===== src/cpu_pkg.sv =====
`default_nettype none

package cpu_pkg;

    // datapath widths
    localparam int WORD_W = 32;
    localparam int REG_AW = 4;
    localparam int MEM_AW = 8;
    localparam int APB_AW = 12;

    typedef logic [WORD_W-1:0] word_t;
    typedef logic [REG_AW-1:0] reg_addr_t;
    typedef logic [MEM_AW-1:0] mem_addr_t;
    typedef logic [APB_AW-1:0] apb_addr_t;

    // instruction class, bits 31:29
    // 011, 101 and 110 only advance the pc
    typedef enum logic [2:0] {
        OP_ALU    = 3'b000,
        OP_MEM    = 3'b001,
        OP_BRANCH = 3'b010,
        OP_NOP3   = 3'b011,
        OP_MOVE   = 3'b100,
        OP_NOP5   = 3'b101,
        OP_NOP6   = 3'b110,
        OP_TERM   = 3'b111
    } opcode_e;

    // funct bits 2:0 of alu instructions
    typedef enum logic [2:0] {
        ALU_ADD = 3'b000,
        ALU_SUB = 3'b001,
        ALU_AND = 3'b010,
        ALU_OR  = 3'b011,
        ALU_XOR = 3'b100,
        ALU_SRL = 3'b101,
        ALU_SLL = 3'b110,
        ALU_SLT = 3'b111
    } alu_op_e;

    // branch condition, instruction bits 1:0
    typedef enum logic [1:0] {
        COND_ALWAYS = 2'b00,
        COND_NEG    = 2'b01,
        COND_POS    = 2'b10,
        COND_ZERO   = 2'b11
    } cond_e;

    // funct bit 4 picks the immediate form, bit 0 marks a store
    localparam int FUNCT_IMM_BIT   = 4;
    localparam int FUNCT_STORE_BIT = 0;

    typedef struct packed {
        opcode_e   opcode;
        reg_addr_t rs;
        reg_addr_t rt;
        reg_addr_t rd;
        logic [4:0] funct;
        word_t     imm;
    } decoded_t;

    typedef struct packed {
        logic      psel;
        logic      penable;
        logic      pwrite;
        apb_addr_t paddr;
        word_t     pwdata;
    } apb_req_t;

    typedef struct packed {
        word_t prdata;
        logic  pready;
        logic  pslverr;
    } apb_rsp_t;

    typedef struct packed {
        logic      en;
        logic      we;
        mem_addr_t addr;
        word_t     wdata;
    } mem_req_t;

    // host map, byte addresses, one word every 4 bytes
    localparam apb_addr_t IMEM_BASE = 12'h000;
    localparam apb_addr_t DMEM_BASE = 12'h400;
    localparam apb_addr_t CTRL_ADDR = 12'h800;
    localparam apb_addr_t REG_BASE  = 12'h840;

    // control write and status read bits
    localparam int CTRL_START_BIT = 0;
    localparam int STAT_RUN_BIT   = 0;
    localparam int STAT_DONE_BIT  = 1;

endpackage

`default_nettype wire


===== src/branch_check.sv =====
`timescale 1ns/1ps
`default_nettype none

module branch_check
    import cpu_pkg::*;
(
    input  logic  clk,
    input  word_t test_value,
    input  cond_e cond,
    output logic  taken
);

    logic is_neg;
    logic is_zero;

    assign is_neg  = test_value[31];
    assign is_zero = (test_value == '0);

    // registered alongside the alu target
    always_ff @(posedge clk)
    begin
        case (cond)
            COND_ALWAYS: taken <= 1'b1;
            COND_NEG:    taken <= is_neg;
            // strictly greater than zero
            COND_POS:    taken <= !is_neg && !is_zero;
            default:     taken <= is_zero;
        endcase
    end

endmodule

`default_nettype wire


===== config.mk =====
export PLATFORM = sky130hd
export DESIGN_NAME = branch_check
export DESIGN_NICKNAME = d
export VERILOG_FILES = /design/src/cpu_pkg.sv /design/src/branch_check.sv
export SDC_FILE = /design/constraint.sdc
export NUM_CORES = 1
export LEC_CHECK = 0
export BUFFER_PORTS_ARGS = -buffer_cell sky130_fd_sc_hd__clkbuf_2
export CAP_MARGIN = 20
export CORE_AREA = 8 8 45 47
export DETAILED_ROUTE_END_ITERATION = 8
export DIE_AREA = 0 0 53 55
export SYNTH_ARGS = -nofsm -noshare
export SYNTH_HDL_FRONTEND = slang
export SYNTH_SLANG_ARGS = --single-unit

===== constraint.sdc =====
create_clock -name clk -period 1.49 [get_ports clk]
set_input_delay 0.149 -clock clk [delete_from_list [all_inputs] [get_ports clk]]
set_output_delay 0.149 -clock clk [all_outputs]
set_load 0.02 [all_outputs]

* Yosys cells after proc, flatten, opt, wreduce, memory -nomap -nowiden *
Index checks and enable logic that the tools add are counted.

word-level totals
  bits in registers = 1
  output and inout port bits = 1

operators by class
  equality and inequality tests = 2
  muxes and demuxes = 1
  reduce and logical (&&, ||, !) cells = 5

operators by type and width
  operator                                                               number
  32-bit zero test                                                       1
  1-bit case mux with 3 select lines                                     1
  2-bit by 1-bit equality test with 1-bit output, second input constant  1
  2-bit equality test, second input constant                             1
  1-bit zero test                                                        2
  2-bit zero test                                                        1
  1-bit logical AND                                                      1

* Depth between registers and ports, before layout *
  depth in word-level cells = 4
  gate-level depth with buffers = 4
  mapped depth without buffers = 4

* Least setup slack after synthesis *
Ideal clock, no wire load.

  path kind = input to register
  from = input port test_value[20]
  to = register taken
  data arrival time = 1013 ps
  data required time = 1367 ps
  slack = 354 ps
  cell stages on the path = 3
  path buffers = 0
  cells stage by stage = or3_1 -> nor3_2 -> mux2_1

between the ends
  longest elaborated chain between the ends = 4

ends and longest elaborated chain
  element                                 RTL line            text
  from (decl)                             branch_check.sv:8   input word_t test_value,
  32-bit zero test (*)                    branch_check.sv:17  assign is_zero = (test_value == '0);
  1-bit zero test                         branch_check.sv:26  COND_POS: taken <= !is_neg && !is_zero;
  1-bit logical AND                       branch_check.sv:26
  1-bit case mux with 3 select lines (*)  branch_check.sv:22  case (cond)
  to (signal assigned)                    branch_check.sv:24  COND_NEG: taken <= is_neg;
  to (signal assigned)                    branch_check.sv:26
  to (signal assigned)                    branch_check.sv:27  default: taken <= is_zero;
  to (decl)                               branch_check.sv:10  output logic taken

Mark *: on every way between the ends. The rest lies on a longest branch, timed or not.

* Worst setup path after layout *
  from = input port test_value[11]
  to = register taken

Same word-level chain as after synthesis.

==> out/summary.md <==
* 787 um — Routed Wire Length
* 1 — detailed-routing iteration count for the pre-antenna-repair pass
* 3 — maximum number of pins on one net before global-route repair
* 53 um — Die W
* in -> reg — critical setup path kind
* 35 — # port buffers
* 0.0000204 W — switching power total
* 1 — flip-flop and latch count after synthesis
* 55 um — Die Ht
* flip-flop — crit end category
* 0 ps — setup TNS
* 159 ps — slack of the critical path
* 0.745 — gp weighted congestion
* 0 — post-cts repair resize count
* in -> reg — type of the most critical hold path
* 81.1% — relative max-transition margin
* 9 — Yosys cell types
* 0 — number of setup buffers added after CTS
* 89.4% — Tcrit/Tclk final
* 29.7% — fraction of post-synthesis cell area in the top cell type by area
* 0 — Pins Over Slew Limit
* false — unrepaired setup endpoints after global routing
* 0 — setup violation total in the final timing report
* 23.1% — share of total power consumed by net switching
* 1210 ps — Worst EP arrival
* 751 MHz — Fmax achieved
* sky130_fd_sc_hd__clkbuf_2, sky130_fd_sc_hd__nor4_1, sky130_fd_sc_hd__nand4_1 — leading cell types in the layout, fill and taps excluded
* 50 — total nets after synthesis
* 0 ps — clock transition at the registers of the reported paths
* 11.9 um — Avg WL per Cell
* 0% — power share of the clock group
* 0 — number of antenna violations at the first check in global routing
* 1380 um^2 — Core Region
* 14 — FP Rows
* 0.0890 mV — worst vdd rail ir drop
* 1360 ps — Worst Path Required
* 0 — Syn. warnings
* 36 — I/O pin count
* 0 — number of buffers inserted for hold repair after clock tree synthesis
* 0 — final number of hold-violating endpoints
* 74.0% — fraction of final layout cells with drive strength greater than 1
* 280 ps — Tightest Pin Transition
* 2920 um^2 — area enclosed by the die boundary
* 139 ps — Worst Setup Slack post-DPL
* 154% — area added between synthesis and finish
* 1330 ps — Final min period
* 126 um^2 — summed instance area of the synthesized netlist
* finished, final reports clean — status
* 1 — number of flip-flops under the largest register name
* 66.1% — combinational fraction of design power
* 1 — largest driver fanout on the critical path
* 8.42 um^2 — mean instance size in the synthesized netlist
* sky130_fd_sc_hd__nor4_1, sky130_fd_sc_hd__dfxtp_1, sky130_fd_sc_hd__nor4b_2, sky130_fd_sc_hd__nand4_1, sky130_fd_sc_hd__mux2_1 — dominant cells by area after synthesis
* 0.0000681 W — cell-internal power
* sky130_fd_sc_hd__nor4_1 — Yosys top cell by area
* input pin — category of the worst setup path launch point
* 0 — drt drc
* 0 — max-capacitance violation count
* 0 — number of antenna cells inserted
* 281 — number of vias after detailed routing
* 4.26 — detailed-route vias per instance
* 15.8% — sequential cell area fraction in the yosys report
* 15 — Gate Count Post-Synth
* 0.172 nW — total leakage power
* 319 — vias in the first global route
* 0 — global route total overflow
* 275 nW/um^2 — total power per unit cell area
* 0 — Detail Route Antenna Nets
* 33.9% — sequential power share
* 5.18% — overall global routing resource usage
* sky130_fd_sc_hd__clkbuf_2 — most common library cell in the layout ignoring fill and taps
* taken — Reg with most FFs
* 87 — nets
* 9.13% — Starting Density
* taken (1) — largest registers
* 1220 um — wire length of the first global-routing pass
* 0 — First DRT Iteration DRCs
layer usage:
layer  up-vias  wire (um)  track usage [%]
li1        138          -                -
met1       110        287             5.45
met2        33        282             8.98
met3         0        216             3.48
met4         0          0                0
met5         -          0                0
path summary, 6_finish.rpt:
kind	cells past startpoint	slack, ps	endpoint	start
setup / recovery	5	160	taken	test_value[11]
hold / removal	2	390	taken	cond[0]
cells by family after synthesis:
group and share of synthesized area, %:
and+or+nand+nor 67.3, muxes 16.8, DFF 15.8
worst max-delay path, cell delays in order:
cell and delay, ps:
sky130_fd_sc_hd__clkbuf_2 80, sky130_fd_sc_hd__nor4_1 310, sky130_fd_sc_hd__nand4_1 160, sky130_fd_sc_hd__nor3_2 180, sky130_fd_sc_hd__mux2_1 330
final cells by class:
| type | count | area (um^2) |
|---|---|---|
| repair buffers | 35 | 175 |
| fillers | 157 | 1060 |
| multi-input cells | 14 | 106 |
| well taps | 16 | 20.0 |
| flip-flops and latches | 1 | 20.0 |
Yosys cell counts:
| cell type | n |
|---|---|
| sky130_fd_sc_hd__nor4_1 | 6 |
| sky130_fd_sc_hd__dfxtp_1 | 1 |
| sky130_fd_sc_hd__nor3_2 | 1 |
| sky130_fd_sc_hd__nor2_1 | 1 |
| sky130_fd_sc_hd__or3_1 | 1 |
| sky130_fd_sc_hd__mux2_1 | 1 |
| sky130_fd_sc_hd__nand4_1 | 2 |
| sky130_fd_sc_hd__mux2i_1 | 1 |
| sky130_fd_sc_hd__nor4b_2 | 1 |
power groups by stage:
stage	clock (W)	combinational [W]	sequential [W]
floorplan	0	0.00000864	0.0000328
global placement	0	0.0000585	0.0000300
detailed placement	0	0.0000597	0.0000302
CTS	0	0.0000599	0.0000302
global route	0	0.0000660	0.0000303
finish	0	0.0000585	0.0000301
per-stage QoR:
stage	hold slack [ps]	utilization (%)	power [W]	std cells	cell area, um^2
final	385	23.2	0.0000886	66	322
after global placement	380	23.2	0.0000885	66	322
after floorplan	277	-	0.0000415	15	126
after CTS	389	23.2	0.0000901	66	322
after global routing	398	23.2	0.0000963	66	322
after detailed placement	385	23.2	0.0000899	66	322
Note: power is estimated with default switching activity, not from simulation.
