===== src/cpu_pkg.sv =====
`default_nettype none

package cpu_pkg;

    // datapath widths
    localparam int WORD_W = 32;
    localparam int REG_AW = 4;
    localparam int MEM_AW = 8;
    localparam int APB_AW = 12;

    typedef logic [WORD_W-1:0] word_t;
    typedef logic [REG_AW-1:0] reg_addr_t;
    typedef logic [MEM_AW-1:0] mem_addr_t;
    typedef logic [APB_AW-1:0] apb_addr_t;

    // instruction class, bits 31:29
    // 011, 101 and 110 only advance the pc
    typedef enum logic [2:0] {
        OP_ALU    = 3'b000,
        OP_MEM    = 3'b001,
        OP_BRANCH = 3'b010,
        OP_NOP3   = 3'b011,
        OP_MOVE   = 3'b100,
        OP_NOP5   = 3'b101,
        OP_NOP6   = 3'b110,
        OP_TERM   = 3'b111
    } opcode_e;

    // funct bits 2:0 of alu instructions
    typedef enum logic [2:0] {
        ALU_ADD = 3'b000,
        ALU_SUB = 3'b001,
        ALU_AND = 3'b010,
        ALU_OR  = 3'b011,
        ALU_XOR = 3'b100,
        ALU_SRL = 3'b101,
        ALU_SLL = 3'b110,
        ALU_SLT = 3'b111
    } alu_op_e;

    // branch condition, instruction bits 1:0
    typedef enum logic [1:0] {
        COND_ALWAYS = 2'b00,
        COND_NEG    = 2'b01,
        COND_POS    = 2'b10,
        COND_ZERO   = 2'b11
    } cond_e;

    // funct bit 4 picks the immediate form, bit 0 marks a store
    localparam int FUNCT_IMM_BIT   = 4;
    localparam int FUNCT_STORE_BIT = 0;

    typedef struct packed {
        opcode_e   opcode;
        reg_addr_t rs;
        reg_addr_t rt;
        reg_addr_t rd;
        logic [4:0] funct;
        word_t     imm;
    } decoded_t;

    typedef struct packed {
        logic      psel;
        logic      penable;
        logic      pwrite;
        apb_addr_t paddr;
        word_t     pwdata;
    } apb_req_t;

    typedef struct packed {
        word_t prdata;
        logic  pready;
        logic  pslverr;
    } apb_rsp_t;

    typedef struct packed {
        logic      en;
        logic      we;
        mem_addr_t addr;
        word_t     wdata;
    } mem_req_t;

    // host map, byte addresses, one word every 4 bytes
    localparam apb_addr_t IMEM_BASE = 12'h000;
    localparam apb_addr_t DMEM_BASE = 12'h400;
    localparam apb_addr_t CTRL_ADDR = 12'h800;
    localparam apb_addr_t REG_BASE  = 12'h840;

    // control write and status read bits
    localparam int CTRL_START_BIT = 0;
    localparam int STAT_RUN_BIT   = 0;
    localparam int STAT_DONE_BIT  = 1;

endpackage

`default_nettype wire


===== src/alu_unit.sv =====
`timescale 1ns/1ps
`default_nettype none

module alu_unit
    import cpu_pkg::*;
(
    input  logic    clk,
    input  word_t   op1,
    input  word_t   op2,
    input  alu_op_e alu_op,
    output word_t   result
);

    word_t res_next;

    always_comb
    begin
        case (alu_op)
            ALU_ADD: res_next = op1 + op2;
            ALU_SUB: res_next = op1 - op2;
            ALU_AND: res_next = op1 & op2;
            ALU_OR:  res_next = op1 | op2;
            ALU_XOR: res_next = op1 ^ op2;
            // shift amount from the low five bits only
            ALU_SRL: res_next = op1 >> op2[4:0];
            ALU_SLL: res_next = op1 << op2[4:0];
            // signed compare, result is 0 or 1
            ALU_SLT: res_next = {31'b0, $signed(op1) < $signed(op2)};
            default: res_next = '0;
        endcase
    end

    // result lands one cycle after execute
    always_ff @(posedge clk)
    begin
        result <= res_next;
    end

endmodule

`default_nettype wire


===== config.mk =====
export PLATFORM = sky130hd
export DESIGN_NAME = alu_unit
export DESIGN_NICKNAME = d
export VERILOG_FILES = /design/src/cpu_pkg.sv /design/src/alu_unit.sv
export SDC_FILE = /design/constraint.sdc
export NUM_CORES = 1
export LEC_CHECK = 0
export BUFFER_PORTS_ARGS = -buffer_cell sky130_fd_sc_hd__buf_2
export CAP_MARGIN = 20
export CORE_MARGIN = 3
export CORE_UTILIZATION = 45
export CTS_CLUSTER_SIZE = 25
export DETAILED_ROUTE_END_ITERATION = 7
export SYNTH_ARGS = -nofsm -noshare
export SYNTH_HDL_FRONTEND = slang
export SYNTH_SLANG_ARGS = --single-unit

===== constraint.sdc =====
create_clock -name clk -period 5.15 [get_ports clk]
set_input_delay 0.2575 -clock clk [delete_from_list [all_inputs] [get_ports clk]]
set_output_delay 0.2575 -clock clk [all_outputs]
set_load 0.01 [all_outputs]

Yosys cells after proc, flatten, opt, wreduce, memory -nomap -nowiden
Cells that the tools add are included.
- bits in registers: 32
- output and inout port bits: 32
- word-level logic and storage cells: 18
- add/subtract/negate cells: 2
- $lt $le $gt $ge: 1
- eq/ne operators: 7
- shifts and indexed selects: 2
- multiplexer cells: 1
- bitwise operators: 3
- reductions and logical operators: 1
- operators by type and width (operator ; number):
    case mux 32 bit (8 select lines) ; 1
    adder 32 bit ; 1
    AND 32 bit ; 1
    < comparator 32 bit ; 1
    bitwise OR 32 bit ; 1
    left shift 32 x 5 -> 32 bit ; 1
    right shift 32 x 5 -> 32 bit ; 1
    subtractor 32 bit ; 1
    bitwise XOR 32 bit ; 1
    == test 3 bit (second input constant) ; 4
    == test 3 x 2 -> 1 bit (second input constant) ; 2
    == test 3 x 1 -> 1 bit (second input constant) ; 1
    logical NOT 3 bit ; 1

Longest topological paths before layout
- depth after elaboration: 2
- depth in mapped cells: 15
- gate-level depth less buffers: 12

Worst setup path before layout
No wires, ideal clock.
- kind: in2reg
- start: input op2[1]
- end: register result[19]
- library setup time: 0.127 ns
- arrival: 3.671 ns
- data required time: 5.023 ns
- setup slack: 1.353 ns
- stages on the path: 15
- path through: buf_2 clkinv_1 buf_2 buf_2 buf_2 ha_1 o21ba_2 or4_4 a31oi_4 o21ai_2 o31a_4 nor4b_4 mux2i_1 a21oi_1 or3_1
- word-level cells in the longest chain between the ends: 2
- elaborated cells between the ends (all ways): 5
- RTL lines (item ; RTL line ; text):
    start, declared ; alu_unit.sv:9 ; input word_t op2,
    subtractor 32 bit, or another cell as far along ; alu_unit.sv:20 ; ALU_SUB: res_next = op1 - op2;
    case mux 32 bit (8 select lines) (*) ; alu_unit.sv:18 ; case (alu_op)
    via res_next[19] ; alu_unit.sv:14 ; word_t res_next;
    end signal, assigned ; alu_unit.sv:36 ; result <= res_next;
    end, declared ; alu_unit.sv:11 ; output word_t result
Mark *: on every way through the listed nets, which the timed path passes. The rest lies on a longest branch.

Worst setup path in the final report
- start: input op2[0]
- end: register result[30]
The elaborated chain is that of the path after synthesis.

==> impl_metrics.csv <==
group,metric,value,unit
pwr,totalPowerFinal,0.00172,W
worst_setup_path,critPathLaunchType,"primary input",
drt,drc,0,
grt,first_global_vias,9691,
clock_tree,clkTransAtPathRegs,0.06,ns
synthesis,synthAdderAreaFrac,0.142,
placed_design,port-buffer-count,99,
grt,grt_usage,0.351,
worst_setup_path,critical_path_class,"primary input to flop",
finish,layout.cells.non_filler,1563,
synthesis,synth_compound_area_frac,0.347,
run_status,status,"completed",
finish,final_util,0.501,
floorplanning,num_rows,50,
placed_design,hpwl,30.5,mm
finish,top_regs,"result (32)",
finish,nets,1469,
grt,antenna_found_initial,1,
drt,dr.pass1.iters,6,
drt,via_per_inst,6.63,
pwr,switching_share,0.498,
synthesis,ys_ff_latch,32,
timing,finalMaxSlewViolations,0,
clock_tree,clkSinkCount,32,
worst_setup_path,required,5.33,ns
synthesis,synthSimpleGateAreaFrac,0.204,
grt,grt-ovfl-total,0,
worst_setup_path,arrival,3.71,ns
worst_setup_path,worstSetupEndpointType,"flop",
floorplanning,fp.dieH,146,um
drt,wl,39.5,mm
timing,min_period_over_period,0.685,
floorplanning,start_util,0.465,
timing,setup_viol,0,
synthesis,avgSynthCellArea,6.92,sq um
synthesis,synthCells,1274,
placed_design,dp_cells,1555,
synthesis,synth_enable_flop_cells,0,
synthesis,async_reset_ff_frac,0,
synthesis,synth.area.mux_share,0.118,
synthesis,synthesis.nets,1441,
timing,tightestPinTransition,0.948,ns
clock_tree,cts_setup_buffers,0,
synthesis,synth.yosys.warnings,0,
drt,ant_nets,0,
pwr,p_comb_frac,0.635,
pwr,p_int,0.000862,W
drt,avgRoutedWirePerCell,25.3,um
pwr,p_per_area,181,mW/mm^2
clock_tree,cts_tree,"yes",
finish,largest_register_ffs,32,
floorplanning,ios,100,
finish,area_delta_synth_final,7.69,%
synthesis,synth_xor_area_frac,0.0288,
synthesis,ys_types,88,
drt,drt-initial-drc-count,1466,
run,max_cap_viol_count,0,
timing,hold_violations,0,
worst_setup_path,crit_path_max_fanout,95,
synthesis,yosysSeqAreaShare,0.0727,
floorplanning,die_w,146,um
timing,max_slew_margin,0.368,
synthesis,synth_flop_cell,"dfxtp_1",
grt,grt_first_pass_wirelength,58.8,mm
placed_design,place.gp.congestion,1.03,
finish,antennaDiodeCount,0,
timing,fmax,0.283,GHz
finish,fillCellCount,1993,
clock_tree,htreeDepth,2,
floorplanning,dieArea,0.0213,sq mm
finish,top_register,"result",
worst_setup_path,cp_cell_sequence,"buf_4 -> ha_1 -> inv_1 -> fa_1 -> nor2b_1 -> o31a_1 -> o21ai_1 -> o21ai_1 -> a31o_2 -> a41oi_1 -> a211oi_1 -> o21ai_0 -> a31o_2",
grt,grt_max_degree,96,
worst_hold_path,hold_path_class,"primary input to flop",
timing,tns,0,ns
timing,fin_crit,3.53,ns
pwr,ir_drop,0.141,mV
synthesis,syn_area,0.00882,sq mm
pwr,clock_power_share,0.187,
worst_setup_path,cpPeakStageDelay,0.69,ns
finish,drive_gt1_frac,0.136,
pwr,seqPwrFrac,0.178,
drt,via_count,10400,
clock_tree,hold_buffers,0,
clock_tree,cts_buffers,5,
clock_tree,cts-root-buf,"clkbuf_16",
pwr,p_leak,4.24,nW
pwr,p_switching,0.000856,W
clock_tree,cts.repair.resized,0,
worst_setup_path,crit_slowest_cell,"buf_4",
floorplanning,coreArea,0.0190,sq mm
timing,grt_setup_unrepaired,"false",
clock_tree,cts_buffer_depth,2,
synthesis,synth_top_family_by_area,"compound AO/OA/AOI/OAI gates",
cell usage after synthesis, drive strengths merged, types with 9 or more instances:
| cell | n | area, sq um |
|---|---|---|
| ha | 97 | 1210 |
| nor3 | 21 | 105 |
| o21ai | 113 | 569 |
| nand2 | 99 | 372 |
| a222oi | 22 | 220 |
| nor2 | 156 | 586 |
| nor4 | 11 | 68.8 |
| nor2b | 16 | 100 |
| a22oi | 15 | 113 |
| mux2i | 50 | 500 |
| nand2b | 26 | 163 |
| o211ai | 32 | 255 |
| buf | 48 | 250 |
| inv | 90 | 338 |
| a21oi | 133 | 677 |
| a21o | 13 | 97.6 |
| o21bai | 12 | 93.8 |
| mux4 | 20 | 454 |
| a211oi | 26 | 200 |
| clkbuf | 47 | 176 |
| or3 | 9 | 56.3 |
| xnor2 | 21 | 184 |
| nand3 | 25 | 125 |
| dfxtp | 32 | 641 |
placed cells by master (no fill, tap or decap), types with 8 or more instances in the layout:
master and instances:
buf_2 98, o21ai_0 108, nand2_1 99, a21o_1 13, dfxtp_1 32, a21oi_1 130
nand3_1 25, xnor2_1 21, a22oi_1 15, a222oi_1 22, mux4_2 19, nor3_1 20
ha_1 97, xor2_1 8, a211oi_1 25, o21bai_1 11, nand2b_1 26, or3_1 9
nor4_1 11, nor2_1 156, buf_4 18, inv_1 88, mux2i_1 50, o211ai_1 29
nor2b_1 15
area by class of cell:
class / instances / area (sq um) / share of cell area
Multi-Input combinational cell: 1055 / 7410 / 0.781
Clock buffer: 8 / 146 / 0.0154
Sequential cell: 32 / 641 / 0.0675
Inverter: 92 / 345 / 0.0364
Tap cell: 260 / 325 / 0.0343
Timing Repair Buffer: 116 / 626 / 0.0659
critical path, delay by kind of cell:
| family | cells | cell delay, ns |
|---|---|---|
| buffers and inverters | 2 | 0.76 |
| and+or+nand+nor | 1 | 0.19 |
| AOI/OAI and AO/OA | 8 | 1.73 |
| adders and majority gates | 2 | 0.76 |
power by group through the flow:
stage / logic, W / clock network (W) / registers [W]
3_3_place_gp: 0.00106 / 0 / 0.000312
4_1_cts: 0.00105 / 0.000319 / 0.000305
3_5_place_dp: 0.00105 / 0 / 0.000311
6_report: 0.00109 / 0.000321 / 0.000307
2_1_floorplan: 0.000685 / 0 / 0.000325
5_1_grt: 0.00117 / 0.000325 / 0.000309
cell families after synthesis:
kind of cell	after synthesis
AOI/OAI and AO/OA	458
and+or+nand+nor	392
buffers and inverters	187
adders and majority gates	99
muxes	77
DFF	32
xor gates and xnor gates	29
worst paths after layout:
path / to / depth (start not counted) / slack, ns / from
setup / recovery: result[30] / 13 / 1.62 / op2[0]
hold / removal: result[11] / 4 / 0.47 / op2[4]
per-layer routing:
layer  vias to the layer above  GRT usage  share of wire
met5                         -          0        0.00028
met1                      4883      0.479           0.41
met3                        89      0.115           0.13
met4                         2      0.134          0.039
met2                       660      0.513           0.42
li1                       4727          -              -
through the flow:
step           hold WS [ns]  worst slack (ns)  area, sq um
2_1_floorplan         0.527              1.35         8820
3_3_place_gp          0.651              1.47         9350
3_5_place_dp          0.653              1.41         9350
4_1_cts               0.460              1.70         9500
5_1_grt               0.492              1.34         9500
6_report              0.467              1.62         9500
No activity file was read; power rests on OpenSTA's default activity.
