<file path="config.mk">
export PLATFORM = sky130hd
export DESIGN_NAME = apb_host_port
export DESIGN_NICKNAME = d
export VERILOG_FILES = /design/src/cpu_pkg.sv /design/src/apb_host_port.sv
export SDC_FILE = /design/constraint.sdc
export NUM_CORES = 1
export LEC_CHECK = 0
export BUFFER_PORTS_ARGS = -buffer_cell sky130_fd_sc_hd__buf_2
export CAP_MARGIN = 20
export CORE_AREA = 2 2 136 138
export CTS_BUF_LIST = sky130_fd_sc_hd__clkbuf_4 sky130_fd_sc_hd__clkbuf_8
export DETAILED_ROUTE_END_ITERATION = 10
export DIE_AREA = 0 0 138 140
export GPL_ROUTABILITY_DRIVEN = 0
export HOLD_SLACK_MARGIN = 0.02
export RECOVER_POWER = 25
export SLEW_MARGIN = 15
export SYNTH_ARGS = -nofsm -noshare
export SYNTH_HDL_FRONTEND = slang
export SYNTH_SLANG_ARGS = --single-unit
</file>
<file path="constraint.sdc">
create_clock -name clk -period 2.25 [get_ports clk]
set_input_delay 0.1125 -clock clk [delete_from_list [all_inputs] [get_ports clk]]
set_output_delay 0.1125 -clock clk [all_outputs]
set_load 0.02 [all_outputs]
</file>
<file path="src/cpu_pkg.sv">
`default_nettype none

package cpu_pkg;

    // datapath widths
    localparam int WORD_W = 32;
    localparam int REG_AW = 4;
    localparam int MEM_AW = 8;
    localparam int APB_AW = 12;

    typedef logic [WORD_W-1:0] word_t;
    typedef logic [REG_AW-1:0] reg_addr_t;
    typedef logic [MEM_AW-1:0] mem_addr_t;
    typedef logic [APB_AW-1:0] apb_addr_t;

    // instruction class, bits 31:29
    // 011, 101 and 110 only advance the pc
    typedef enum logic [2:0] {
        OP_ALU    = 3'b000,
        OP_MEM    = 3'b001,
        OP_BRANCH = 3'b010,
        OP_NOP3   = 3'b011,
        OP_MOVE   = 3'b100,
        OP_NOP5   = 3'b101,
        OP_NOP6   = 3'b110,
        OP_TERM   = 3'b111
    } opcode_e;

    // funct bits 2:0 of alu instructions
    typedef enum logic [2:0] {
        ALU_ADD = 3'b000,
        ALU_SUB = 3'b001,
        ALU_AND = 3'b010,
        ALU_OR  = 3'b011,
        ALU_XOR = 3'b100,
        ALU_SRL = 3'b101,
        ALU_SLL = 3'b110,
        ALU_SLT = 3'b111
    } alu_op_e;

    // branch condition, instruction bits 1:0
    typedef enum logic [1:0] {
        COND_ALWAYS = 2'b00,
        COND_NEG    = 2'b01,
        COND_POS    = 2'b10,
        COND_ZERO   = 2'b11
    } cond_e;

    // funct bit 4 picks the immediate form, bit 0 marks a store
    localparam int FUNCT_IMM_BIT   = 4;
    localparam int FUNCT_STORE_BIT = 0;

    typedef struct packed {
        opcode_e   opcode;
        reg_addr_t rs;
        reg_addr_t rt;
        reg_addr_t rd;
        logic [4:0] funct;
        word_t     imm;
    } decoded_t;

    typedef struct packed {
        logic      psel;
        logic      penable;
        logic      pwrite;
        apb_addr_t paddr;
        word_t     pwdata;
    } apb_req_t;

    typedef struct packed {
        word_t prdata;
        logic  pready;
        logic  pslverr;
    } apb_rsp_t;

    typedef struct packed {
        logic      en;
        logic      we;
        mem_addr_t addr;
        word_t     wdata;
    } mem_req_t;

    // host map, byte addresses, one word every 4 bytes
    localparam apb_addr_t IMEM_BASE = 12'h000;
    localparam apb_addr_t DMEM_BASE = 12'h400;
    localparam apb_addr_t CTRL_ADDR = 12'h800;
    localparam apb_addr_t REG_BASE  = 12'h840;

    // control write and status read bits
    localparam int CTRL_START_BIT = 0;
    localparam int STAT_RUN_BIT   = 0;
    localparam int STAT_DONE_BIT  = 1;

endpackage

`default_nettype wire

</file>
<file path="src/apb_host_port.sv">
`timescale 1ns/1ps
`default_nettype none

module apb_host_port
    import cpu_pkg::*;
#(
    parameter int IMEM_DEPTH = 256,
    parameter int DMEM_DEPTH = 256
)
(
    input  logic      clk,
    input  logic      rst,
    input  apb_req_t  apb_req,
    output apb_rsp_t  apb_rsp,
    input  logic      running,
    input  logic      done,
    output logic      start,
    input  mem_req_t  cpu_imem_req,
    input  mem_req_t  cpu_dmem_req,
    output mem_req_t  imem_req,
    output mem_req_t  dmem_req,
    input  word_t     imem_rdata,
    input  word_t     dmem_rdata,
    output reg_addr_t host_reg_addr,
    input  word_t     reg_rdata
);

    typedef enum logic [2:0] {
        RG_IMEM,
        RG_DMEM,
        RG_CTRL,
        RG_REGS,
        RG_NONE
    } region_e;

    region_e   region;
    mem_addr_t widx;
    mem_req_t  host_imem_req;
    mem_req_t  host_dmem_req;
    word_t     status;
    logic      access;
    logic      storage;
    logic      in_range;
    logic      refused;
    logic      host_en;
    logic      rd_wait;

    assign access        = apb_req.psel && apb_req.penable;
    assign widx          = apb_req.paddr[9:2];
    assign host_reg_addr = apb_req.paddr[5:2];

    // region decode
    always_comb
    begin
        region = RG_NONE;
        if (apb_req.paddr[11:10] == IMEM_BASE[11:10])
            region = RG_IMEM;
        else if (apb_req.paddr[11:10] == DMEM_BASE[11:10])
            region = RG_DMEM;
        else if (apb_req.paddr[11:6] == REG_BASE[11:6])
            region = RG_REGS;
        else if (apb_req.paddr[11:6] == CTRL_ADDR[11:6])
            region = RG_CTRL;
    end

    always_comb
    begin
        case (region)
            RG_IMEM: in_range = int'(widx) < IMEM_DEPTH;
            RG_DMEM: in_range = int'(widx) < DMEM_DEPTH;
            default: in_range = 1'b1;
        endcase
    end

    // memories and registers belong to the cpu during a run
    assign storage = (region == RG_IMEM) || (region == RG_DMEM) || (region == RG_REGS);
    assign refused = (region == RG_NONE) || (storage && (running || !in_range));

    // reads of storage get one wait state
    always_ff @(posedge clk)
    begin
        if (rst)
            rd_wait <= 1'b0;
        else
            rd_wait <= access && storage && !apb_req.pwrite && !refused && !rd_wait;
    end

    // access issued in the first access cycle only
    assign host_en = access && !rd_wait && !refused;

    always_comb
    begin
        host_imem_req       = '0;
        host_imem_req.en    = host_en && (region == RG_IMEM);
        host_imem_req.we    = apb_req.pwrite;
        host_imem_req.addr  = widx;
        host_imem_req.wdata = apb_req.pwdata;
        host_dmem_req       = host_imem_req;
        host_dmem_req.en    = host_en && (region == RG_DMEM);
    end

    // single point of arbitration
    assign imem_req = running ? cpu_imem_req : host_imem_req;
    assign dmem_req = running ? cpu_dmem_req : host_dmem_req;

    assign start = access && apb_req.pwrite && (region == RG_CTRL) &&
                   apb_req.pwdata[CTRL_START_BIT];

    always_comb
    begin
        status                = '0;
        status[STAT_RUN_BIT]  = running;
        status[STAT_DONE_BIT] = done;
    end

    always_comb
    begin
        apb_rsp         = '0;
        apb_rsp.pready  = access && (rd_wait || refused || apb_req.pwrite || !storage);
        apb_rsp.pslverr = access && refused;
        case (region)
            RG_IMEM: apb_rsp.prdata = imem_rdata;
            RG_DMEM: apb_rsp.prdata = dmem_rdata;
            RG_REGS: apb_rsp.prdata = reg_rdata;
            RG_CTRL: apb_rsp.prdata = status;
            default: apb_rsp.prdata = '0;
        endcase
    end

endmodule

`default_nettype wire

</file>
* Word level (Yosys, flattened, before mapping) *
Cells that the tools add are included.

storage, ports and cells
  bits in registers = 1
  input port bits = 231
  output and inout bits = 123
  word-level logic and storage cells = 42

operators by class
  equal/unequal tests = 7
  mux-type cells = 7
  reduce and logical (&&, ||, !) cells = 27

operators with widths
  kind                                            count
  one-hot mux 32 bit (4 select lines)             1
  2-to-1 mux 42 bit                               2
  logical AND 1 bit                               15
  == test 6 bit (second input constant)           2
  2-to-1 mux 3 bit                                4
  == test 3 x 2 -> 1 bit (second input constant)  2
  logical OR 1 bit                                6
  zero test 1 bit                                 4
  == test 3 x 1 -> 1 bit (second input constant)  1
  == test 3 bit (second input constant)           1
  zero test 3 bit                                 1
  == test 2 x 1 -> 1 bit (second input constant)  1
  zero test 2 bit                                 1

* Logic depth before layout (Yosys ltp) *
  depth after elaboration = 14
  mapped depth = 5
  depth with buffers taken out = 3

* Least setup slack after synthesis *
Ideal clock, no wire load.

  path type = register to output
  start point = reg rd_wait
  end point = out dmem_req[41] (netlist bit)
  arrival = 1415 ps
  path slack = 722 ps
  cell stages (with the launch flop) = 3
  path buffers = 0
  path through = dfxtp_1 or4b_2 o21ai_0

RTL lines
  item                    line                 RTL
  from (decl)             apb_host_port.sv:46  logic rd_wait;
  from (signal assigned)  apb_host_port.sv:85  rd_wait <= access && storage && !apb_req.pwrite && !refused && !rd_wait;
  to (decl)               apb_host_port.sv:21  output mem_req_t dmem_req,

==> out/results.ini <==
[run_status]
outcome = finished clean

[die]
floorplan.die.height_um = 140
num_io_pins = 354
die_x_um = 138
start_util_pct = 10.4
dieArea_sq_mm = 0.0193
fp.coreArea_sq_mm = 0.0178
fp-row-count = 49

[timing]
max_slew_margin_pct = 52.7
whs_ps = 451
final.setup.tns_ps = 0
fin_crit_ps = 1660
fmax_ghz = 0.602
rsz0062_at_grt = no
tightest_slew_ps = 710
slew_violations = 0
skew_ps = 0
finalCritPeriodShare_pct = 73.9
hold_viol_final = 0
finalSetupViolations = 0

[detailed_routing]
vias = 3556
antenna_left = 0
drtIter0Drc = 105
wire_per_inst_um = 13.3
wl_um = 12200
vias_per_cell = 3.89
drtPass1Iterations = 4
drc = 0

[worst_setup_path]
cp-endpoint = imem_req[21]
cp.required_ps = 2140
startpoint = running
path_max_fanout = 37
r2r-start = rd_wait$_SDFF_PP0_
start_kind = primary input
ff2ff_setup_slack_ps = 1550
cpPeakStageDelay_ps = 540
r2r_end = rd_wait$_SDFF_PP0_
rr_worst_depth = 2
path_cells = clkbuf_2, clkbuf_1, nand2_1, nand2_1, clkbuf_1
worstPathArrival_ps = 1550
critical-path-slowest-cell = clkbuf_2
worst_setup_path_end_kind = primary output
worstSetupPathType = in -> out

[synthesis]
avgSynthCellArea_sq_um = 5.18
synth_seq_cells = 1
yosysWarnings = 0
synth_ff_type = dfxtp_1
synth-edff-count = 0
netlist_area_sq_mm = 0.00185
yosysUniqueCellTypes = 26
ys_seq_area_share_pct = 1.08
syn_nets = 589
syn_inst = 358
async_reset_ff_share_pct = 0

[clock_tree]
cts_hold_buf = 0
post_cts_buffers = 0
post_cts_resized = 0
clkLatencyLatePin_ps = 0
clkSlewWorstSetupHoldPaths_ps = 0

[flow_run]
max_cap_viol_count = 0

[global_route]
gr-usage-all-layers_pct = 11.5
grt_max_degree = 60
gr-total-overflow = 0
antenna_found_initial = 0
grt_pass1_wl_um = 18100
grt_pass1_vias = 3409

[pwr]
p_switching_uw = 530
internal_power_uw = 378
power.density_mw_per_mm2 = 239
p_sw_share_pct = 58.4
p_leak_uw = 0.00239
p_clk_share_pct = 0
combPwrFrac_pct = 98.0
seqPwrFrac_pct = 2.0
ir_worst_vdd_mv = 0.101

[finish]
antenna_cells = 0
largest_register_ffs = 1
syn_to_final_growth_pct = 105
layout-drive-gt1-share_pct = 49.3
fin_nets = 917
reg_top3 = rd_wait (1)
n_fill_cell = 2088
max_flop_register = rd_wait

[place]
io_buffers = 351
hpwl_um = 10600

[min_path]
hp-class = in -> reg

[through the flow]
| stage | cells | cell area (sq um) | power (uW) | util, % | setup WS [ps] |
|---|---|---|---|---|---|
| after floorplan | 358 | 1850 | 496 | - | 722 |
| after detailed placement | 913 | 3840 | 928 | 21.6 | 661 |
| after global routing | 913 | 3800 | 993 | 21.4 | 396 |
| after global placement | 913 | 3840 | 924 | 21.6 | 678 |
| after CTS | 913 | 3840 | 933 | 21.6 | 653 |
| final | 913 | 3800 | 908 | 21.4 | 588 |
[power groups by stage]
stage / clock network [uW] / registers, uW / logic [uW]
global placement: 0 / 18.6 / 905
CTS: 0 / 18.6 / 914
global route: 0 / 18.6 / 974
finish: 0 / 18.5 / 889
detailed placement: 0 / 18.6 / 909
floorplan: 0 / 18.4 / 477
[worst min-delay path by stage]
stage	start	end	slack [ps]	cells after the start
floorplan	apb_req[34]	host_reg_addr[0]	340	1
global placement	rst	rd_wait$_SDFF_PP0_	450	3
detailed placement	rst	rd_wait$_SDFF_PP0_	460	3
CTS	rst	rd_wait$_SDFF_PP0_	460	3
global route	rst	rd_wait$_SDFF_PP0_	470	3
finish	rst	rd_wait$_SDFF_PP0_	450	3
[layout make-up]
class | instances | area (sq um) | area share, %
multi-input cells | 324 | 1680 | 44.2
well taps | 229 | 287 | 7.55
repair buffers | 358 | 1810 | 47.6
inverters | 1 | 3.75 | 0.0988
flip-flops and latches | 1 | 20.0 | 0.527
[synthesized netlist by cell type (2+ instances only)]
master	n	area share (%)
buf_1	3	0.61
buf_2	7	1.9
buf_4	4	1.6
clkbuf_1	17	3.4
mux2_2	2	1.2
mux2i_1	32	17
nand2_1	199	40
nand2b_1	42	14
nand3_1	2	0.54
nor2_1	2	0.41
nor3_1	2	0.54
o21ai_0	3	0.81
o22ai_1	30	10
[layout by cell type, fill, tap and decap left out, types with 2 or more instances in the layout]
cell	n
nand2b_1	42
o21ai_0	3
nor2_1	2
mux2_2	2
nor3_1	2
clkbuf_1	28
nand3_1	2
buf_12	3
buf_4	3
nand2_1	199
o22ai_1	30
mux2i_1	32
buf_2	323
[routing by layer]
layer / GRT usage, % / share of wire (%)
met1: 14.6 / 43
met2: 22.1 / 50
met3: 1.40 / 7.4
met4: 0 / 0
met5: 0 / 0
[critical path, delay by kind of cell]
kind / cells / cell delay [ps]
buf+inv: 3 / 1250
simple gates: 2 / 180
[cell families (layout without fill, tap and decap cells)]
logic type | Yosys count | in the layout | synth area share [%]
AOI/OAI and AO/OA | 37 | 37 | 12.4
buffers and inverters | 33 | 359 | 8.37
muxes | 34 | 34 | 18.5
DFF | 1 | 1 | 1.08
and+or+nand+nor | 253 | 253 | 59.7
Note: power is estimated with default switching activity, not from simulation.
