### src/cpu_pkg.sv
`default_nettype none

package cpu_pkg;

    // datapath widths
    localparam int WORD_W = 32;
    localparam int REG_AW = 4;
    localparam int MEM_AW = 8;
    localparam int APB_AW = 12;

    typedef logic [WORD_W-1:0] word_t;
    typedef logic [REG_AW-1:0] reg_addr_t;
    typedef logic [MEM_AW-1:0] mem_addr_t;
    typedef logic [APB_AW-1:0] apb_addr_t;

    // instruction class, bits 31:29
    // 011, 101 and 110 only advance the pc
    typedef enum logic [2:0] {
        OP_ALU    = 3'b000,
        OP_MEM    = 3'b001,
        OP_BRANCH = 3'b010,
        OP_NOP3   = 3'b011,
        OP_MOVE   = 3'b100,
        OP_NOP5   = 3'b101,
        OP_NOP6   = 3'b110,
        OP_TERM   = 3'b111
    } opcode_e;

    // funct bits 2:0 of alu instructions
    typedef enum logic [2:0] {
        ALU_ADD = 3'b000,
        ALU_SUB = 3'b001,
        ALU_AND = 3'b010,
        ALU_OR  = 3'b011,
        ALU_XOR = 3'b100,
        ALU_SRL = 3'b101,
        ALU_SLL = 3'b110,
        ALU_SLT = 3'b111
    } alu_op_e;

    // branch condition, instruction bits 1:0
    typedef enum logic [1:0] {
        COND_ALWAYS = 2'b00,
        COND_NEG    = 2'b01,
        COND_POS    = 2'b10,
        COND_ZERO   = 2'b11
    } cond_e;

    // funct bit 4 picks the immediate form, bit 0 marks a store
    localparam int FUNCT_IMM_BIT   = 4;
    localparam int FUNCT_STORE_BIT = 0;

    typedef struct packed {
        opcode_e   opcode;
        reg_addr_t rs;
        reg_addr_t rt;
        reg_addr_t rd;
        logic [4:0] funct;
        word_t     imm;
    } decoded_t;

    typedef struct packed {
        logic      psel;
        logic      penable;
        logic      pwrite;
        apb_addr_t paddr;
        word_t     pwdata;
    } apb_req_t;

    typedef struct packed {
        word_t prdata;
        logic  pready;
        logic  pslverr;
    } apb_rsp_t;

    typedef struct packed {
        logic      en;
        logic      we;
        mem_addr_t addr;
        word_t     wdata;
    } mem_req_t;

    // host map, byte addresses, one word every 4 bytes
    localparam apb_addr_t IMEM_BASE = 12'h000;
    localparam apb_addr_t DMEM_BASE = 12'h400;
    localparam apb_addr_t CTRL_ADDR = 12'h800;
    localparam apb_addr_t REG_BASE  = 12'h840;

    // control write and status read bits
    localparam int CTRL_START_BIT = 0;
    localparam int STAT_RUN_BIT   = 0;
    localparam int STAT_DONE_BIT  = 1;

endpackage

`default_nettype wire

### src/cpu_control.sv
`timescale 1ns/1ps
`default_nettype none

module cpu_control
    import cpu_pkg::*;
(
    input  logic      clk,
    input  logic      rst,
    input  logic      start,
    output logic      running,
    output logic      done,
    output mem_req_t  imem_req,
    input  word_t     imem_rdata,
    output mem_req_t  dmem_req,
    input  word_t     dmem_rdata,
    input  reg_addr_t host_reg_addr,
    output reg_addr_t rd_addr1,
    output reg_addr_t rd_addr2,
    input  word_t     rd_data1,
    input  word_t     rd_data2,
    output logic      wr_en,
    output reg_addr_t wr_addr,
    output word_t     wr_data,
    output word_t     op1,
    output word_t     op2,
    output alu_op_e   alu_op,
    input  word_t     alu_result,
    output cond_e     cond,
    output word_t     test_value,
    input  logic      taken
);

    typedef enum logic [2:0] {
        S_FETCH,
        S_DECODE,
        S_EXECUTE,
        S_MEMORY,
        S_WRITEBACK
    } state_e;

    state_e   state;
    word_t    pc;
    word_t    npc;
    word_t    ir;
    decoded_t dec;

    logic is_alu;
    logic is_mem;
    logic is_branch;
    logic is_move;
    logic is_store;
    logic use_imm;

    // field split plus sign extension
    // branches take the 23-bit offset, everything else the 16-bit one
    function automatic decoded_t decode(input word_t instr);
        decoded_t d;
        d.opcode = opcode_e'(instr[31:29]);
        d.rs     = instr[28:25];
        d.rt     = instr[24:21];
        d.rd     = instr[20:17];
        d.funct  = instr[4:0];
        if (d.opcode == OP_BRANCH)
            d.imm = {{9{instr[24]}}, instr[24:2]};
        else
            d.imm = {{16{instr[20]}}, instr[20:5]};
        return d;
    endfunction

    // sequencer and pc
    always_ff @(posedge clk)
    begin
        if (rst)
        begin
            state   <= S_FETCH;
            pc      <= '0;
            running <= 1'b0;
            done    <= 1'b0;
        end
        else if (start)
        begin
            state   <= S_FETCH;
            pc      <= '0;
            running <= 1'b1;
            done    <= 1'b0;
        end
        else if (running)
        begin
            case (state)
                S_FETCH:  state <= S_DECODE;
                S_DECODE: state <= S_EXECUTE;
                S_EXECUTE:
                begin
                    // terminate stops here, one cycle after decode
                    if (dec.opcode == OP_TERM)
                    begin
                        running <= 1'b0;
                        done    <= 1'b1;
                        state   <= S_FETCH;
                    end
                    else
                        state <= S_MEMORY;
                end
                S_MEMORY:
                begin
                    // alu holds pc + offset for branches
                    pc    <= (is_branch && taken) ? alu_result : npc;
                    state <= S_WRITEBACK;
                end
                default: state <= S_FETCH;
            endcase
        end
    end

    // instruction word arrives in decode
    always_ff @(posedge clk)
    begin
        if (running && state == S_FETCH)
            npc <= pc + 32'd1;
        if (running && state == S_DECODE)
        begin
            ir  <= imem_rdata;
            dec <= decode(imem_rdata);
        end
    end

    assign is_alu    = (dec.opcode == OP_ALU);
    assign is_mem    = (dec.opcode == OP_MEM);
    assign is_branch = (dec.opcode == OP_BRANCH);
    assign is_move   = (dec.opcode == OP_MOVE);
    assign is_store  = dec.funct[FUNCT_STORE_BIT];
    assign use_imm   = is_branch || is_mem || (is_alu && dec.funct[FUNCT_IMM_BIT]);

    // fetch
    always_comb
    begin
        imem_req       = '0;
        imem_req.en    = running && (state == S_FETCH);
        imem_req.addr  = pc[MEM_AW-1:0];
    end

    // host borrows read port 1 while stopped
    assign rd_addr1 = running ? dec.rs : host_reg_addr;
    assign rd_addr2 = dec.rt;

    // operand select, pc only for branch targets
    assign op1    = is_branch ? pc : rd_data1;
    assign op2    = use_imm ? dec.imm : rd_data2;
    assign alu_op = is_alu ? alu_op_e'(dec.funct[2:0]) : ALU_ADD;

    // branch condition straight from the instruction word
    assign cond       = cond_e'(ir[1:0]);
    assign test_value = rd_data1;

    // load or store at rs + offset, store data from rt
    always_comb
    begin
        dmem_req       = '0;
        dmem_req.en    = running && (state == S_MEMORY) && is_mem;
        dmem_req.we    = is_store;
        dmem_req.addr  = alu_result[MEM_AW-1:0];
        dmem_req.wdata = rd_data2;
    end

    // writeback
    // register-form alu writes rd, all others write rt
    assign wr_en   = running && (state == S_WRITEBACK) &&
                     (is_alu || is_move || (is_mem && !is_store));
    assign wr_addr = (is_alu && !dec.funct[FUNCT_IMM_BIT]) ? dec.rd : dec.rt;
    assign wr_data = is_mem ? dmem_rdata : (is_move ? rd_data1 : alu_result);

endmodule

`default_nettype wire

### config.mk
export PLATFORM = sky130hd
export DESIGN_NAME = cpu_control
export DESIGN_NICKNAME = d
export VERILOG_FILES = /design/src/cpu_pkg.sv /design/src/cpu_control.sv
export SDC_FILE = /design/constraint.sdc
export NUM_CORES = 1
export LEC_CHECK = 0
export BUFFER_PORTS_ARGS = -buffer_cell sky130_fd_sc_hd__buf_4
export CORE_AREA = 4 4 154 156
export DETAILED_ROUTE_END_ITERATION = 10
export DIE_AREA = 0 0 158 160
export PLACE_DENSITY = 0.69
export SLEW_MARGIN = 20
export SYNTH_ARGS = -nofsm -noshare
export SYNTH_HDL_FRONTEND = slang
export SYNTH_SLANG_ARGS = --single-unit
### constraint.sdc
create_clock -name clk -period 1.9 [get_ports clk]
set_input_delay 0.38 -clock clk [delete_from_list [all_inputs] [get_ports clk]]
set_output_delay 0.38 -clock clk [all_outputs]
set_load 0.02 [all_outputs]
Yosys cells after proc, flatten, opt, wreduce, memory -nomap -nowiden
Index checks and enable logic that the tools add are counted.
W data, S select, Z words.

word-level totals
  flip-flop bits (word level) = 123
  input port bits = 168
  output and inout port bits = 232
  logic and storage cells = 58

operators by class
  add/subtract/negate cells = 1
  equality and inequality tests = 9
  multiplexer cells = 15
  reductions and logical operators = 21

operator list
  operator                 number
  $mux W32                 6
  $add A32 B1 Y32 const B  1
  $eq A3 B2 Y1 const B     4
  $pmux W3 S4              1
  $logic_and A1 B1 Y1      10
  $eq A3 B3 Y1 const B     3
  $mux W4                  2
  $eq A3 B1 Y1 const B     2
  $logic_not A3 Y1         2
  $logic_or A1 B1 Y1       4
  $mux W1                  4
  $mux W3                  1
  $reduce_and A3 Y1        1
  $logic_not A1 Y1         2
  $mux W2                  1
  $reduce_and A2 Y1        1
  $reduce_or A2 Y1         1

Depth between registers and ports, before layout
  depth after elaboration = 5
  gate-level depth with buffers = 7
  depth with buffers taken out = 5

Worst setup path before layout
No wires, ideal clock.

  kind = reg2reg
  start = register running
  end = register dec[0] in the netlist's numbering (enable)
  library setup time = 403 ps
  data arrival time = 1853 ps
  data required time = 1497 ps
  setup slack = -356 ps
  stages on the path, launching flop included = 4
  path buffers = 1
  clock period less this slack = 2256 ps
  path through = dfxtp_1 -> buf_2 -> and2b_1 -> and3b_1

between the ends
  word-level cells in the longest chain between the ends = 1

RTL lines
  item                      RTL line            RTL
  start: declaration        cpu_control.sv:10   output logic running,
  start signal: assignment  cpu_control.sv:77   running <= 1'b0;
  start signal: assignment  cpu_control.sv:84   running <= 1'b1;
  start signal: assignment  cpu_control.sv:97   running <= 1'b0;
  $logic_and A1 B1 Y1       cpu_control.sv:120  if (running && state == S_DECODE)
  end signal: assignment    cpu_control.sv:123  dec <= decode(imem_rdata);
  end: declaration          cpu_control.sv:45   decoded_t dec;

No other way between the ends.
A chain may end at the register's enable or synchronous reset.

Final worst setup path
  start = register dec[51] in the netlist's numbering
  end = output port op1[15]

between the ends
  word-level cells in the longest chain between the ends = 2

RTL lines
  item              RTL line            RTL
  $eq A3 B2 Y1      cpu_control.sv:129  assign is_branch = (dec.opcode == OP_BRANCH);
  $mux W32          cpu_control.sv:147  assign op1 = is_branch ? pc : rd_data1;
  end: declaration  cpu_control.sv:24   output word_t op1,

No other way between the ends.

==> results.cfg <==
[power]
irDropWorstVdd_v = 0.0004420
leakage_nw = 5.312
power_density_nw_per_um2 = 503.4
total_power_mw = 5.938

[sta]
max_freq_mhz = 406.2
fin_crit_sh_pct = 129.6
finalHoldWorstSlack_ns = 0.1952
final.setup.tns_ns = -55.93
rsz0062_at_grt = yes
setup_ws_ns = -0.5620
timing.slew.headroom_pct = 60.53
fin_crit_ns = 2.462
max_slew.worst_pin.slew_ns = 0.5908
hold_viol = 0
finalSetupViolCount = 137
drv_slew = 0
clock_skew_ns = 0.01327

[placed_design]
port-buffer-count = 366
dp_hpwl_um = 18090
place_ws_ns = -0.2645
dpl-instance-area_sq_um = 9853
gp_congestion = 0.7710

[clocking]
cts_tree = built
cts.sink_count = 110
path_clk_slew_ns = 0.08
root_buffer = clkbuf_16
cts_buffer_depth = 2
cts_buffers = 9
clk_latency_ns = 0.36
htreeDepth = 3

[logic_synthesis]
ys_types = 42
ys.warnings.count = 0
synthTopCellsByArea = edfxtp_1, buf_4, mux2_2
synthArstFlopShare_pct = 0
synthFlopType = edfxtp_1
synth_top_area_share_pct = 30.72
syn_avg_cell_area_sq_um = 10.16
synth_edf_count = 73
yosysSeqAreaShare_pct = 41.10
yosysTopAreaCell = edfxtp_1
ys_top_cells_by_count = buf_4, nand2_1, mux2_2, edfxtp_1
yosysMostFrequentCell = buf_4
syn-cell-area_sq_um = 7136
ys_seq_elements = 110
syn_inst = 702

[worst_setup_path]
crit_required_ns = 1.52
critical_path_class = flop to output pin
start_kind = flop
r2r_slack_ns = -0.30
crit_fanout = 8
timing.rr.end = pc[18]
cp-end-kind = output pin
worst_ep_arrival_time_ns = 2.08
rr_worst_depth = 9
rr_startpoint = dec[51]

[detailed_routing]
num_vias = 6408
first_pass_iters = 4
wirelength_um = 27440
drcViolationCount = 0
wire_per_inst_um = 20.52
drt_iter0_markers = 294
vias_per_cell = 4.793
ant_nets = 0

[run_status]
status = finished with violations
violations = setup timing

[global_route]
grt-ovfl-total = 0
grt_pass1_wl_um = 38190
grt_use_total_pct = 19.65
first_global_vias = 6574
antenna_found_initial = 0
grt_max_degree = 66

[cells_and_area]
multiInputGateArea_sq_um = 3810
finalInstanceArea_sq_um = 11800
diodes = 0
fin_nets = 1216
fillCellCount = 1927
seqCellArea_sq_um = 2937
drive_gt1_share_pct = 62.07
area_growth_pct = 65.33

[floorplan]
io_pins = 400
core_sq_um = 22370
dieArea_sq_um = 25280
initial_core_util_pct = 31.90
rows = 55
die_h_um = 160
die_w_um = 158

[min_path]
min_delay_path_depth = 2
hold_start = rst
hold_path_class = primary input to flop
min_to = running

[flow_run]
maxCapViolations = 0
[worst max path at each step]
stage / slack, ns / cells past startpoint / from / endpoint
after detailed placement: -0.26 / 5 / dec[51] / wr_data[14]
after CTS: -0.56 / 7 / dec[49] / op1[15]
final: -0.56 / 7 / dec[51] / op1[15]
after floorplan: 0.02 / 4 / dec[50] / op2[12]
after global placement: -0.24 / 6 / dec[51] / op2[25]
after global routing: -0.62 / 7 / dec[51] / op1[15]
[where the power goes]
| group | total [mW] | switching, mW | internal, mW |
|---|---|---|---|
| clock network | 1.82 | 0.920 | 0.902 |
| logic | 1.50 | 0.736 | 0.765 |
| registers | 2.61 | 0.0166 | 2.60 |
| total | 5.94 | 1.67 | 4.26 |
[per-stage QoR]
stage               utilization (%)  instances
finish                        52.75       1337
detailed placement            44.06       1282
CTS                           50.89       1330
global placement              44.06       1282
global route                  52.75       1337
floorplan                         -        734
[per-layer routing]
metal  routed length, um  share of wire [%]  vias up  global-route usage [%]
met5                   0                  0        -                       0
met4                 476                1.7        0                   4.924
met3                2038                7.4       27                   4.661
met2               13980                 51      289                   34.98
met1               10940                 40     3045                   23.70
li1                    -                  -     3047                       -
[registers in the layout, indices dropped and copies added, names as in the netlist]
signal,flops
dec,36
npc,32
pc,32
rd_addr2,4
state,3
done,1
ir,1
running,1
[repair_timing]
item,4_1_cts,5_1_grt
setup endpoints to repair,137,142
gates resized for setup,215,92
cloned,10,7
hold buffers,0,0
buffers inserted,23,4
pin swaps,34,55
[layout make-up]
| class | count | area share, % |
|---|---|---|
| Clock inverter | 6 | 0.3924 |
| Clock buffer | 10 | 1.941 |
| Sequential cell | 110 | 24.89 |
| Inverter | 6 | 0.1909 |
| Tap cell | 285 | 3.023 |
| Multi-Input combinational cell | 461 | 32.29 |
| Timing Repair Buffer | 459 | 37.27 |
[critical path: stages (launching register included)]
cell and delay [ns]:
edfxtp_1 0.48, buf_6 0.17, nor3b_4 0.22, buf_6 0.15, buf_12 0.10, buf_12 0.15
mux2_4 0.32, buf_6 0.13
[placed cells by master, fill, tap and decap left out, drive strengths merged, types with 32 or more instances in the layout]
master    n
nand2    79
a22oi    32
mux2i    32
o21ai    33
a21oi    37
conb     33
dfxtp    37
buf     453
edfxtp   73
mux2     77
[cell families after synthesis]
group	count (synthesis)	synth area share, %
other cells	1	0.05255
flops	110	41.10
compound gates	122	10.49
simple gates	164	12.13
mux	109	16.64
buf+inv	165	15.73
fa+ha+maj	1	0.1753
xor+xnor	30	3.682
Note: power is estimated with default switching activity, not from simulation.
